**config.mk**
```make
export PLATFORM = sky130hd
export DESIGN_NAME = rv_exec_ctrl
export DESIGN_NICKNAME = d
export VERILOG_FILES = /design/src/verilog/rv_isa_pkg.sv /design/src/verilog/rv_mach_pkg.sv /design/src/verilog/rv_exec_ctrl.sv
export SDC_FILE = /design/constraint.sdc
export NUM_CORES = 1
export LEC_CHECK = 0
export BUFFER_PORTS_ARGS = -buffer_cell sky130_fd_sc_hd__buf_2
export CAP_MARGIN = 10
export CORE_AREA = 5 5 329 331
export CTS_CLUSTER_SIZE = 10
export DETAILED_ROUTE_END_ITERATION = 12
export DIE_AREA = 0 0 334 336
export GPL_TIMING_DRIVEN = 1
export SLEW_MARGIN = 40
export SYNTH_ARGS = -nofsm -noshare
export SYNTH_HDL_FRONTEND = slang
export SYNTH_SLANG_ARGS = --single-unit
```
**constraint.sdc**
```tcl
create_clock -name clk -period 10 [get_ports clk]
set_input_delay 1 -clock clk [delete_from_list [all_inputs] [get_ports clk]]
set_output_delay 1 -clock clk [all_outputs]
set_load 0.02 [all_outputs]
```
**src/verilog/rv_isa_pkg.sv**
```systemverilog
`default_nettype none

package rv_isa_pkg;

    localparam int XLEN       = 64;
    localparam int ILEN       = 32;
    localparam int REG_ADDR_W = 5;
    localparam int SHAMT_W    = 6;    // Word forms use low 5 bits
    localparam int F3_W       = 3;
    localparam int ALU_OP_W   = 4;

    // Major opcodes
    localparam logic [6:0] OP_LUI    = 7'b0110111;
    localparam logic [6:0] OP_AUIPC  = 7'b0010111;
    localparam logic [6:0] OP_JAL    = 7'b1101111;
    localparam logic [6:0] OP_JALR   = 7'b1100111;
    localparam logic [6:0] OP_BRANCH = 7'b1100011;
    localparam logic [6:0] OP_IMM    = 7'b0010011;
    localparam logic [6:0] OP_IMM_W  = 7'b0011011;
    localparam logic [6:0] OP_REG    = 7'b0110011;
    localparam logic [6:0] OP_REG_W  = 7'b0111011;
    localparam logic [6:0] OP_SYSTEM = 7'b1110011;

    localparam logic [6:0]      F7_SUB_SRA = 7'b0100000;
    localparam logic [ILEN-1:0] MRET_WORD  = 32'h3020_0073;

    // ALU operation codes
    localparam logic [ALU_OP_W-1:0] ALU_ADD  = 4'd0;
    localparam logic [ALU_OP_W-1:0] ALU_SUB  = 4'd1;
    localparam logic [ALU_OP_W-1:0] ALU_XOR  = 4'd2;
    localparam logic [ALU_OP_W-1:0] ALU_OR   = 4'd3;
    localparam logic [ALU_OP_W-1:0] ALU_AND  = 4'd4;
    localparam logic [ALU_OP_W-1:0] ALU_SLL  = 4'd5;
    localparam logic [ALU_OP_W-1:0] ALU_SRL  = 4'd6;
    localparam logic [ALU_OP_W-1:0] ALU_SRA  = 4'd7;
    localparam logic [ALU_OP_W-1:0] ALU_SLT  = 4'd8;
    localparam logic [ALU_OP_W-1:0] ALU_SLTU = 4'd9;

    // One instruction word, several decode views
    typedef union packed {
        struct packed {
            logic [6:0] funct7;
            logic [4:0] rs2;
            logic [4:0] rs1;
            logic [2:0] funct3;
            logic [4:0] rd;
            logic [6:0] opcode;
        } r_fmt;
        struct packed {
            logic [11:0] imm12;
            logic [4:0]  rs1;
            logic [2:0]  funct3;
            logic [4:0]  rd;
            logic [6:0]  opcode;
        } i_fmt;
        struct packed {
            logic       imm12;    // Sign bit
            logic [5:0] imm10_5;
            logic [4:0] rs2;
            logic [4:0] rs1;
            logic [2:0] funct3;
            logic [3:0] imm4_1;
            logic       imm11;
            logic [6:0] opcode;
        } b_fmt;
        struct packed {
            logic       imm20;    // Sign bit
            logic [9:0] imm10_1;
            logic       imm11;
            logic [7:0] imm19_12;
            logic [4:0] rd;
            logic [6:0] opcode;
        } j_fmt;
        struct packed {
            logic [19:0] imm20;
            logic [4:0]  rd;
            logic [6:0]  opcode;
        } u_fmt;
        logic [31:0] raw;
    } rv_instr_u;

endpackage

`default_nettype wire

```
**src/verilog/rv_mach_pkg.sv**
```systemverilog
`default_nettype none

package rv_mach_pkg;

    localparam int CSR_ADDR_W = 12;

    // Machine CSR addresses
    localparam logic [CSR_ADDR_W-1:0] CSR_MSTATUS  = 12'h300;
    localparam logic [CSR_ADDR_W-1:0] CSR_MTVEC    = 12'h305;
    localparam logic [CSR_ADDR_W-1:0] CSR_MSCRATCH = 12'h340;
    localparam logic [CSR_ADDR_W-1:0] CSR_MEPC     = 12'h341;
    localparam logic [CSR_ADDR_W-1:0] CSR_MCAUSE   = 12'h342;

    // mstatus bits
    localparam int MSTATUS_MIE  = 3;
    localparam int MSTATUS_MPIE = 7;

    localparam logic [63:0] MCAUSE_MEI = 64'h8000_0000_0000_000B;  // Interrupt, cause 11
    localparam logic [63:0] RESET_PC   = 64'h8000_0000;

    // CSR ops, same order as funct3[1:0]
    localparam int CSR_OP_W = 2;
    localparam logic [CSR_OP_W-1:0] CSR_NONE  = 2'd0;
    localparam logic [CSR_OP_W-1:0] CSR_WRITE = 2'd1;
    localparam logic [CSR_OP_W-1:0] CSR_SET   = 2'd2;
    localparam logic [CSR_OP_W-1:0] CSR_CLEAR = 2'd3;

endpackage

`default_nettype wire

```
**src/verilog/rv_exec_ctrl.sv**
```systemverilog
`timescale 1ns/1ns
`default_nettype none

module rv_exec_ctrl import rv_isa_pkg::*, rv_mach_pkg::*; (
    input  wire                   clk,
    input  wire                   reset,
    input  wire  [ILEN-1:0]       instr_i,
    output logic [XLEN-1:0]       pc_o,          // Fetch address
    output logic [REG_ADDR_W-1:0] rs1_addr_o,
    output logic [REG_ADDR_W-1:0] rs2_addr_o,
    input  wire  [XLEN-1:0]       rs1_data_i,
    input  wire  [XLEN-1:0]       rs2_data_i,
    output logic                  rd_we_o,
    output logic [REG_ADDR_W-1:0] rd_addr_o,
    output logic [XLEN-1:0]       rd_data_o,
    output logic [ALU_OP_W-1:0]   alu_op_o,
    output logic [XLEN-1:0]       op_a_o,
    output logic [XLEN-1:0]       op_b_o,
    output logic                  word_o,
    output logic [F3_W-1:0]       funct3_o,
    input  wire  [XLEN-1:0]       alu_result_i,
    input  wire                   branch_taken_i,
    output logic [CSR_OP_W-1:0]   csr_op_o,
    output logic [CSR_ADDR_W-1:0] csr_addr_o,
    output logic [XLEN-1:0]       csr_operand_o,
    input  wire  [XLEN-1:0]       csr_rdata_i,
    output logic                  exec_valid_o,
    output logic [XLEN-1:0]       exec_pc_o,
    output logic                  mret_o,
    input  wire                   irq_take_i,
    input  wire  [XLEN-1:0]       mtvec_i,
    input  wire  [XLEN-1:0]       mepc_i
);

    rv_instr_u       ir;
    logic            bubble;    // Squash the wrong-path fetch
    logic            redirect;
    logic [XLEN-1:0] next_pc;
    logic [XLEN-1:0] imm_i, imm_b, imm_j, imm_u, zimm;
    logic [6:0]      opcode;
    logic [F3_W-1:0] funct3;
    logic            is_lui, is_auipc, is_jal, is_jalr, is_branch;
    logic            is_imm, is_reg, is_csr, is_mret, sub_sra;

    assign opcode = ir.r_fmt.opcode;
    assign funct3 = ir.r_fmt.funct3;

    // Immediates per format
    assign imm_i = {{(XLEN-12){ir.i_fmt.imm12[11]}}, ir.i_fmt.imm12};
    assign imm_b = {{(XLEN-12){ir.b_fmt.imm12}}, ir.b_fmt.imm11, ir.b_fmt.imm10_5,
                    ir.b_fmt.imm4_1, 1'b0};
    assign imm_j = {{(XLEN-20){ir.j_fmt.imm20}}, ir.j_fmt.imm19_12, ir.j_fmt.imm11,
                    ir.j_fmt.imm10_1, 1'b0};
    assign imm_u = {{(XLEN-32){ir.u_fmt.imm20[19]}}, ir.u_fmt.imm20, 12'b0};
    assign zimm  = {{(XLEN-REG_ADDR_W){1'b0}}, ir.r_fmt.rs1};  // CSR immediate forms

    assign is_lui    = (opcode == OP_LUI);
    assign is_auipc  = (opcode == OP_AUIPC);
    assign is_jal    = (opcode == OP_JAL);
    assign is_jalr   = (opcode == OP_JALR);
    assign is_branch = (opcode == OP_BRANCH);
    assign is_imm    = (opcode == OP_IMM) || (opcode == OP_IMM_W);
    assign is_reg    = (opcode == OP_REG) || (opcode == OP_REG_W);
    assign is_csr    = (opcode == OP_SYSTEM) && (funct3 != '0);
    assign is_mret   = (ir.raw == MRET_WORD);
    assign word_o    = (opcode == OP_IMM_W) || (opcode == OP_REG_W);
    assign sub_sra   = (ir.r_fmt.funct7[6:1] == F7_SUB_SRA[6:1]);  // Bit 25 is shamt[5] on imm

    assign exec_valid_o = ~bubble;
    assign exec_pc_o    = pc_o - 4;  // Address of the instruction in ir
    assign mret_o       = exec_valid_o & is_mret;

    assign rs1_addr_o = ir.r_fmt.rs1;
    assign rs2_addr_o = ir.r_fmt.rs2;
    assign funct3_o   = funct3;

    // ALU operands, also jalr target and auipc sum
    assign op_a_o = is_auipc ? exec_pc_o : rs1_data_i;
    assign op_b_o = (is_reg || is_branch) ? rs2_data_i : (is_auipc ? imm_u : imm_i);

    always_comb begin
        alu_op_o = ALU_ADD;
        if (is_imm || is_reg) begin
            case (funct3)
                3'b000:  alu_op_o = (is_reg && sub_sra) ? ALU_SUB : ALU_ADD;
                3'b001:  alu_op_o = ALU_SLL;
                3'b010:  alu_op_o = ALU_SLT;
                3'b011:  alu_op_o = ALU_SLTU;
                3'b100:  alu_op_o = ALU_XOR;
                3'b101:  alu_op_o = sub_sra ? ALU_SRA : ALU_SRL;
                3'b110:  alu_op_o = ALU_OR;
                default: alu_op_o = ALU_AND;
            endcase
        end
    end

    // CSR access, set/clear with zero source is read only
    assign csr_addr_o    = ir.i_fmt.imm12;
    assign csr_operand_o = funct3[2] ? zimm : rs1_data_i;
    assign csr_op_o      = (exec_valid_o && is_csr && !(funct3[1] && ir.r_fmt.rs1 == '0)) ?
                           funct3[1:0] : CSR_NONE;

    // Writeback select
    assign rd_addr_o = ir.r_fmt.rd;
    assign rd_data_o = is_lui             ? imm_u :
                       (is_jal || is_jalr) ? pc_o :  // Link is exec_pc + 4
                       is_csr             ? csr_rdata_i : alu_result_i;
    assign rd_we_o   = exec_valid_o && !irq_take_i && (rd_addr_o != '0) &&
                       (is_lui || is_auipc || is_jal || is_jalr || is_imm || is_reg || is_csr);

    // Next PC, trap first
    always_comb begin
        next_pc  = pc_o + 4;
        redirect = 1'b0;
        if (irq_take_i) begin
            next_pc  = mtvec_i;
            redirect = 1'b1;
        end else if (exec_valid_o) begin
            redirect = 1'b1;
            if (is_mret)                        next_pc = mepc_i;
            else if (is_jal)                    next_pc = exec_pc_o + imm_j;
            else if (is_jalr)                   next_pc = {alu_result_i[XLEN-1:1], 1'b0};
            else if (is_branch && branch_taken_i) next_pc = exec_pc_o + imm_b;
            else                                redirect = 1'b0;
        end
    end

    always_ff @(posedge clk or negedge reset) begin
        if (!reset) begin
            pc_o   <= RESET_PC;
            ir     <= {25'b0, OP_IMM};  // addi x0, x0, 0
            bubble <= 1'b0;
        end else begin
            pc_o   <= next_pc;
            ir     <= instr_i;
            bubble <= redirect;
        end
    end

endmodule

`default_nettype wire

```
Word level (Yosys, flattened, before mapping)
Index checks and enable logic that the tools add are counted.
- bitwise operators: 2
- multiplexer cells: 24
- reduce and logical (&&, ||, !) cells: 27
- equality and inequality tests: 18
- add/sub/neg operators: 4
- operators with widths (kind ; number):
    two-way mux 64 bit ; 12
    adder 64 bit ; 2
    adder 64 x 3 -> 64 bit, second input constant ; 1
    subtractor 64 x 3 -> 64 bit, second input constant ; 1
    == test 32 x 30 -> 1 bit, second input constant ; 1
    two-way mux 31 bit ; 1
    == test 7 bit, second input constant ; 4
    one-hot mux 4 bit (7 select lines) ; 1
    == test 7 x 5 -> 1 bit, second input constant ; 3
    == test 7 x 6 -> 1 bit, second input constant ; 3
    logical OR 1 bit ; 12
    == test 3 bit, second input constant ; 3
    logical AND 1 bit ; 9
    two-way mux 1 bit ; 8
    == test 3 x 2 -> 1 bit, second input constant ; 2
    == test 6 x 5 -> 1 bit, second input constant ; 1
    logical NOT 5 bit ; 1
    nonzero test 5 bit ; 1
    two-way mux 4 bit ; 1
    == test 3 x 1 -> 1 bit, second input constant ; 1
    logical NOT 3 bit ; 1
    nonzero test 3 bit ; 1
    logical NOT 1 bit ; 2
    two-way mux 2 bit ; 1
    2 further kinds ; 2
- register bits after elaboration: 97

Longest topological paths before layout
- depth in word-level cells: 8
- mapped depth: 24
- gate-level depth less buffers: 21

Worst setup path before layout
OpenSTA, ideal clock, no wires.
- path kind: reg-to-reg
- start: register pc_o[19]
- end: register pc_o[59]
- setup time: 0.126 ns
- data required time: 9.874 ns
- data arrival time: 5.995 ns
- setup slack: 3.879 ns
- cell stages (with the launch flop): 23
- cells stage by stage: dfrtp_1 buf_4 or4_4 nand4bb_4 or4_4 buf_6 or2_1 or3_1 or2_1 nor4_1 xor2_1 ha_1 clkbuf_1 nand4_1 nor2_1 or4b_1 a221oi_1 o21ai_0 a21o_1 o21bai_1 xnor2_1 a21oi_1 a311o_1
- longest elaborated chain between the ends: 8
- ends and longest elaborated chain (element ; line ; RTL):
    start, declared ; rv_exec_ctrl.sv:8 ; output logic [XLEN-1:0] pc_o,
    start signal, assigned ; rv_exec_ctrl.sv:134 ; pc_o <= next_pc;
    subtractor 64 x 3 -> 64 bit * ; rv_exec_ctrl.sv:70 ; assign exec_pc_o = pc_o - 4;
    via exec_pc_o[49] ; rv_exec_ctrl.sv:28 ; output logic [XLEN-1:0] exec_pc_o,
    adder 64 bit ; rv_exec_ctrl.sv:123 ; else if (is_branch && branch_taken_i) next_pc = exec_pc_o + imm_b;
    two-way mux 64 bit ; rv_exec_ctrl.sv:123 ;
    two-way mux 64 bit ; rv_exec_ctrl.sv:122 ; else if (is_jalr) next_pc = {alu_result_i[XLEN-1:1], 1'b0};
    two-way mux 64 bit * ; rv_exec_ctrl.sv:121 ; else if (is_jal) next_pc = exec_pc_o + imm_j;
    two-way mux 64 bit * ; rv_exec_ctrl.sv:120 ; if (is_mret) next_pc = mepc_i;
    two-way mux 64 bit * ; rv_exec_ctrl.sv:118 ; end else if (exec_valid_o) begin
    two-way mux 64 bit * ; rv_exec_ctrl.sv:115 ; if (irq_take_i) begin
    via next_pc[59] ; rv_exec_ctrl.sv:38 ; logic [XLEN-1:0] next_pc;
Mark *: on every way through the listed nets, which the timed path passes. The rest lies on a longest branch.

Worst setup path after layout
- start: register pc_o[5]
- end: register pc_o[44]
- longest elaborated chain between the ends: 8
- ends and longest elaborated chain (element ; line):
    subtractor 64 x 3 -> 64 bit ; rv_exec_ctrl.sv:70
    adder 64 bit ; rv_exec_ctrl.sv:123
    two-way mux 64 bit ; rv_exec_ctrl.sv:123
    two-way mux 64 bit ; rv_exec_ctrl.sv:122
    two-way mux 64 bit ; rv_exec_ctrl.sv:121
    two-way mux 64 bit ; rv_exec_ctrl.sv:120
    two-way mux 64 bit * ; rv_exec_ctrl.sv:118
    two-way mux 64 bit * ; rv_exec_ctrl.sv:115
    via next_pc[44] ; rv_exec_ctrl.sv:38
Marks and branches as above.

==> impl_metrics.tcl <==
set metrics [dict create \
    max_clock_freq_mhz 130 \
    finalWeightedCongestion 1.04 \
    r2r_cells 17 \
    worstSetupPathType "reg2reg" \
    critical_path.top_delay_family "simple AND/OR/NAND/NOR gates" \
    post_layout_nonfiller_instances 4770 \
    worstReg2RegEnd "pc_o[44]" \
    tightest_slew_ps 943 \
    clock-root-buffer "sky130_fd_sc_hd__clkbuf_16" \
    ys_seq_area_frac 0.135 \
    power_per_unit_of_standard_cell_area_nw_per_um2 113 \
    min_path_type "in2async" \
    clk_pin_slew_worst_paths_ps 90 \
    vdd_ir_drop_max_v 0.0000751 \
    worst_path_max_delay_cell "sky130_fd_sc_hd__o21ai_0" \
    dpl.cell_count 4729 \
    timing.critical_path.cells "nor4_1, nand2_1, or3_1, or4_1, or3_1, nor3_1, xor2_1, ha_1, nand4_1, nor2_1, nand2_1, a2111oi_0, nor3_1, o21ai_0, xor2_1, a211oi_1, o21ai_0" \
    power.net_switching_w 0.00148 \
    finalClockSkew_ps 20.2 \
    finalHoldWorstSlack_ps 640 \
    detailed_place_hpwl_mm 124 \
    startpoint_type "flop" \
    drc_errors 0 \
    number_of_flops_mapped_to_enable_cells_by_yosys 0 \
    port_buffers 843 \
    power.share.switching 0.550 \
    final_nets 3852 \
    synthesis.nets 3212 \
    leakage_nw 10.7 \
    dieWidth_um 334 \
    setup.worst_path.end_class "flop" \
    setup_total_negative_slack_ps 0 \
    grt_setup_unrepaired "false" \
    route.detailed.wl_per_inst_um 31.5 \
    post_route_cells_drive_above_1_share 0.293 \
    postRouteAntennaNets 0 \
    die_h_um 336 \
    via_count 25571 \
    fin_total_pwr_w 0.00269 \
    timing_max_transition_violations_final 0 \
    rrSetupSlack_ps 2310 \
    grt_antenna_before_repair 87 \
    die_area_um2 112000 \
    first_global_vias 23595 \
    routed_wirelength_mm 150 \
    initial_core_util 0.171 \
    warnings_synthesis 0 \
    cts_inserted_buffers 9 \
    post-cts-setup-buffer-count 0 \
    cp_num_cells 17 \
    post_synth_num_cell_types 80 \
    numClockSinks 97 \
    synthesis.area_um2 18000 \
    globalRouteOverflowTotal 0 \
    path_max_fanout 11 \
    worst_ep_arrival_time_ps 7980 \
    setup_viol 0 \
    pwr-share-seq 0.206 \
    cts_htree_levels 3 \
    area_growth_syn_to_layout_pct 32.2 \
    cp.required_ps 10290 \
    critPathMaxStageDelay_ps 750 \
    post_cts_resize_count 0 \
    drv.max_cap_violation_count 0 \
    period_share 0.769 \
    grt_max_degree 77 \
    share_of_power_burned_in_combinational_logic 0.627 \
    ys_dominant_reg_cell "sky130_fd_sc_hd__dfrtp_1" \
    dr.pass1.iters 6 \
    total_routing_resource_utilization_after_global_routing 0.248 \
    netlist_instances 2709 \
    clock_tree_from_tritoncts "yes" \
    first_iteration_detailed_routing_drc_count 3512 \
    run_status "complete, no violations" \
    fin_crit_ps 7690 \
    postSynthRegisterBits 97 \
    cts_buffer_depth 2 \
    cts-hold-fix-buffers 0 \
    slew-limit-headroom 0.370 \
    internal_power_w 0.00121 \
    floorplan.io_pins 844 \
    async_flop_share 1.00 \
    detail_route.vias_per_cell 5.36 \
    first_pass_grt_wire_length_mm 198 \
    path_buf_inv 0 \
    pwr-share-clk 0.167 \
    hold_viol 0 \
    core_um2 105000 \
    rows 119 \
    worst_r2r_src "pc_o[5]" \
    syn_area_per_cell_um2 6.63 \
    clk_latency_ps 410 \
]
worst max-delay path by stage:
stage,from,to,slack (ps)
2_1_floorplan,pc_o[19],pc_o[59],3880
3_3_place_gp,pc_o[5],pc_o[44],2660
3_5_place_dp,pc_o[5],pc_o[44],2620
4_1_cts,pc_o[5],pc_o[44],2610
5_1_grt,pc_o[5],pc_o[44],2230
6_report,pc_o[5],pc_o[44],2310
cells in the final DEF (no fill, tap or decap), types with 25 or more instances in the layout:
cell type,n
sky130_fd_sc_hd__a211oi_1,28
sky130_fd_sc_hd__a21o_1,82
sky130_fd_sc_hd__a21oi_1,245
sky130_fd_sc_hd__a221o_1,31
sky130_fd_sc_hd__a221oi_1,28
sky130_fd_sc_hd__a31oi_1,31
sky130_fd_sc_hd__and3_1,27
sky130_fd_sc_hd__buf_2,841
sky130_fd_sc_hd__buf_4,57
sky130_fd_sc_hd__dfrtp_1,89
sky130_fd_sc_hd__diode_2,25
sky130_fd_sc_hd__ha_1,81
sky130_fd_sc_hd__inv_1,39
sky130_fd_sc_hd__mux2i_1,68
sky130_fd_sc_hd__nand2_1,401
sky130_fd_sc_hd__nand3_1,49
sky130_fd_sc_hd__nand4_1,44
sky130_fd_sc_hd__nor2_1,243
sky130_fd_sc_hd__nor2b_1,74
sky130_fd_sc_hd__nor3_1,46
sky130_fd_sc_hd__o211ai_1,29
sky130_fd_sc_hd__o21ai_0,255
sky130_fd_sc_hd__xnor2_1,115
sky130_fd_sc_hd__xor2_1,102
cells by family (layout without fill, tap and decap cells):
kind of cell | count (synthesis) | count (layout) | synth area share
AOI/OAI and AO/OA | 903 | 903 | 0.317
xor gates and xnor gates | 221 | 221 | 0.108
adders and majority gates | 83 | 83 | 0.0587
buffers and inverters | 311 | 956 | 0.0729
DFF | 97 | 97 | 0.135
muxes | 81 | 81 | 0.0460
other | 0 | 25 | 0
and+or+nand+nor | 1013 | 1013 | 0.262
cell usage after synthesis, types with 8 or more instances:
cell / instances / area (um^2)
sky130_fd_sc_hd__nor2b_1: 75 / 469
sky130_fd_sc_hd__nand4_1: 44 / 275
sky130_fd_sc_hd__and3_1: 28 / 175
sky130_fd_sc_hd__buf_1: 11 / 41.3
sky130_fd_sc_hd__o21a_1: 17 / 128
sky130_fd_sc_hd__nand3_1: 50 / 250
sky130_fd_sc_hd__mux2_2: 13 / 146
sky130_fd_sc_hd__o22ai_1: 9 / 56.3
sky130_fd_sc_hd__a22oi_1: 22 / 165
sky130_fd_sc_hd__buf_4: 33 / 248
sky130_fd_sc_hd__o221ai_1: 22 / 193
sky130_fd_sc_hd__o31ai_1: 11 / 82.6
sky130_fd_sc_hd__o21bai_1: 20 / 150
sky130_fd_sc_hd__a21o_1: 82 / 616
sky130_fd_sc_hd__a221oi_1: 28 / 245
sky130_fd_sc_hd__nand2b_1: 8 / 50.1
sky130_fd_sc_hd__nor4_1: 24 / 150
sky130_fd_sc_hd__a21oi_1: 246 / 1230
sky130_fd_sc_hd__or4_1: 12 / 90.1
sky130_fd_sc_hd__nor2_1: 251 / 942
sky130_fd_sc_hd__inv_1: 40 / 150
sky130_fd_sc_hd__a221o_1: 31 / 310
sky130_fd_sc_hd__and2_1: 9 / 56.3
sky130_fd_sc_hd__a211oi_1: 28 / 210
sky130_fd_sc_hd__mux2i_1: 68 / 681
sky130_fd_sc_hd__nand2_1: 402 / 1510
sky130_fd_sc_hd__xor2_1: 103 / 902
sky130_fd_sc_hd__a31oi_1: 31 / 194
sky130_fd_sc_hd__clkbuf_1: 223 / 837
sky130_fd_sc_hd__o211ai_1: 29 / 218
sky130_fd_sc_hd__nor3_1: 48 / 240
sky130_fd_sc_hd__ha_1: 81 / 1010
sky130_fd_sc_hd__xnor2_1: 117 / 1020
sky130_fd_sc_hd__or3_1: 22 / 138
sky130_fd_sc_hd__dfrtp_1: 93 / 2330
sky130_fd_sc_hd__o21ai_0: 261 / 1310
power groups by stage:
| stage | logic, W | clock network, W | registers [W] |
|---|---|---|---|
| detailed placement | 0.00164 | 0 | 0.000555 |
| floorplan | 0.000971 | 0 | 0.000506 |
| global placement | 0.00164 | 0 | 0.000551 |
| CTS | 0.00165 | 0.000451 | 0.000547 |
| finish | 0.00168 | 0.000448 | 0.000555 |
| global route | 0.00177 | 0.000461 | 0.000557 |
through the flow:
stage / area [um^2] / utilization / worst slack, ps
3_5_place_dp: 23300 / 0.223 / 2620
5_1_grt: 23700 / 0.226 / 2230
6_report: 23800 / 0.227 / 2310
2_1_floorplan: 18000 / - / 3880
4_1_cts: 23700 / 0.226 / 2610
3_3_place_gp: 23300 / 0.222 / 2660
layer usage:
metal  vias up  global-route usage  routed length, um
met5         -             0.00626                287
met4        44              0.0629               5240
met3       360              0.0871              17800
met2      1831               0.386              65000
met1     12292               0.328              61700
li1      11044                   -                  -
worst reg2reg max path, stage by stage, from the launching register on:
cell and delay [ps]:
sky130_fd_sc_hd__dfrtp_1 500, sky130_fd_sc_hd__nor4_1 570, sky130_fd_sc_hd__nand2_1 230, sky130_fd_sc_hd__or3_1 500, sky130_fd_sc_hd__or4_1 650, sky130_fd_sc_hd__or3_1 470
sky130_fd_sc_hd__nor3_1 220, sky130_fd_sc_hd__xor2_1 640, sky130_fd_sc_hd__ha_1 470, sky130_fd_sc_hd__nand4_1 370, sky130_fd_sc_hd__nor2_1 590, sky130_fd_sc_hd__nand2_1 230
sky130_fd_sc_hd__a2111oi_0 430, sky130_fd_sc_hd__nor3_1 200, sky130_fd_sc_hd__o21ai_0 750, sky130_fd_sc_hd__xor2_1 310, sky130_fd_sc_hd__a211oi_1 320, sky130_fd_sc_hd__o21ai_0 130
flip-flops by register name, indices dropped and copies added, names as in the netlist:
signal  count
ir         32
bubble      1
pc_o       64
cell type report:
| cell class | count | area, um^2 |
|---|---|---|
| Multi-Input combinational cell | 2301 | 14400 |
| Tap cell | 1391 | 1740 |
| Clock inverter | 6 | 95.1 |
| Fill cell | 11926 | 81100 |
| Timing Repair Buffer | 900 | 4670 |
| Clock buffer | 10 | 239 |
| Sequential cell | 97 | 2440 |
| Antenna cell | 25 | 62.6 |
| Inverter | 40 | 150 |
No activity file was read; power rests on OpenSTA's default activity.
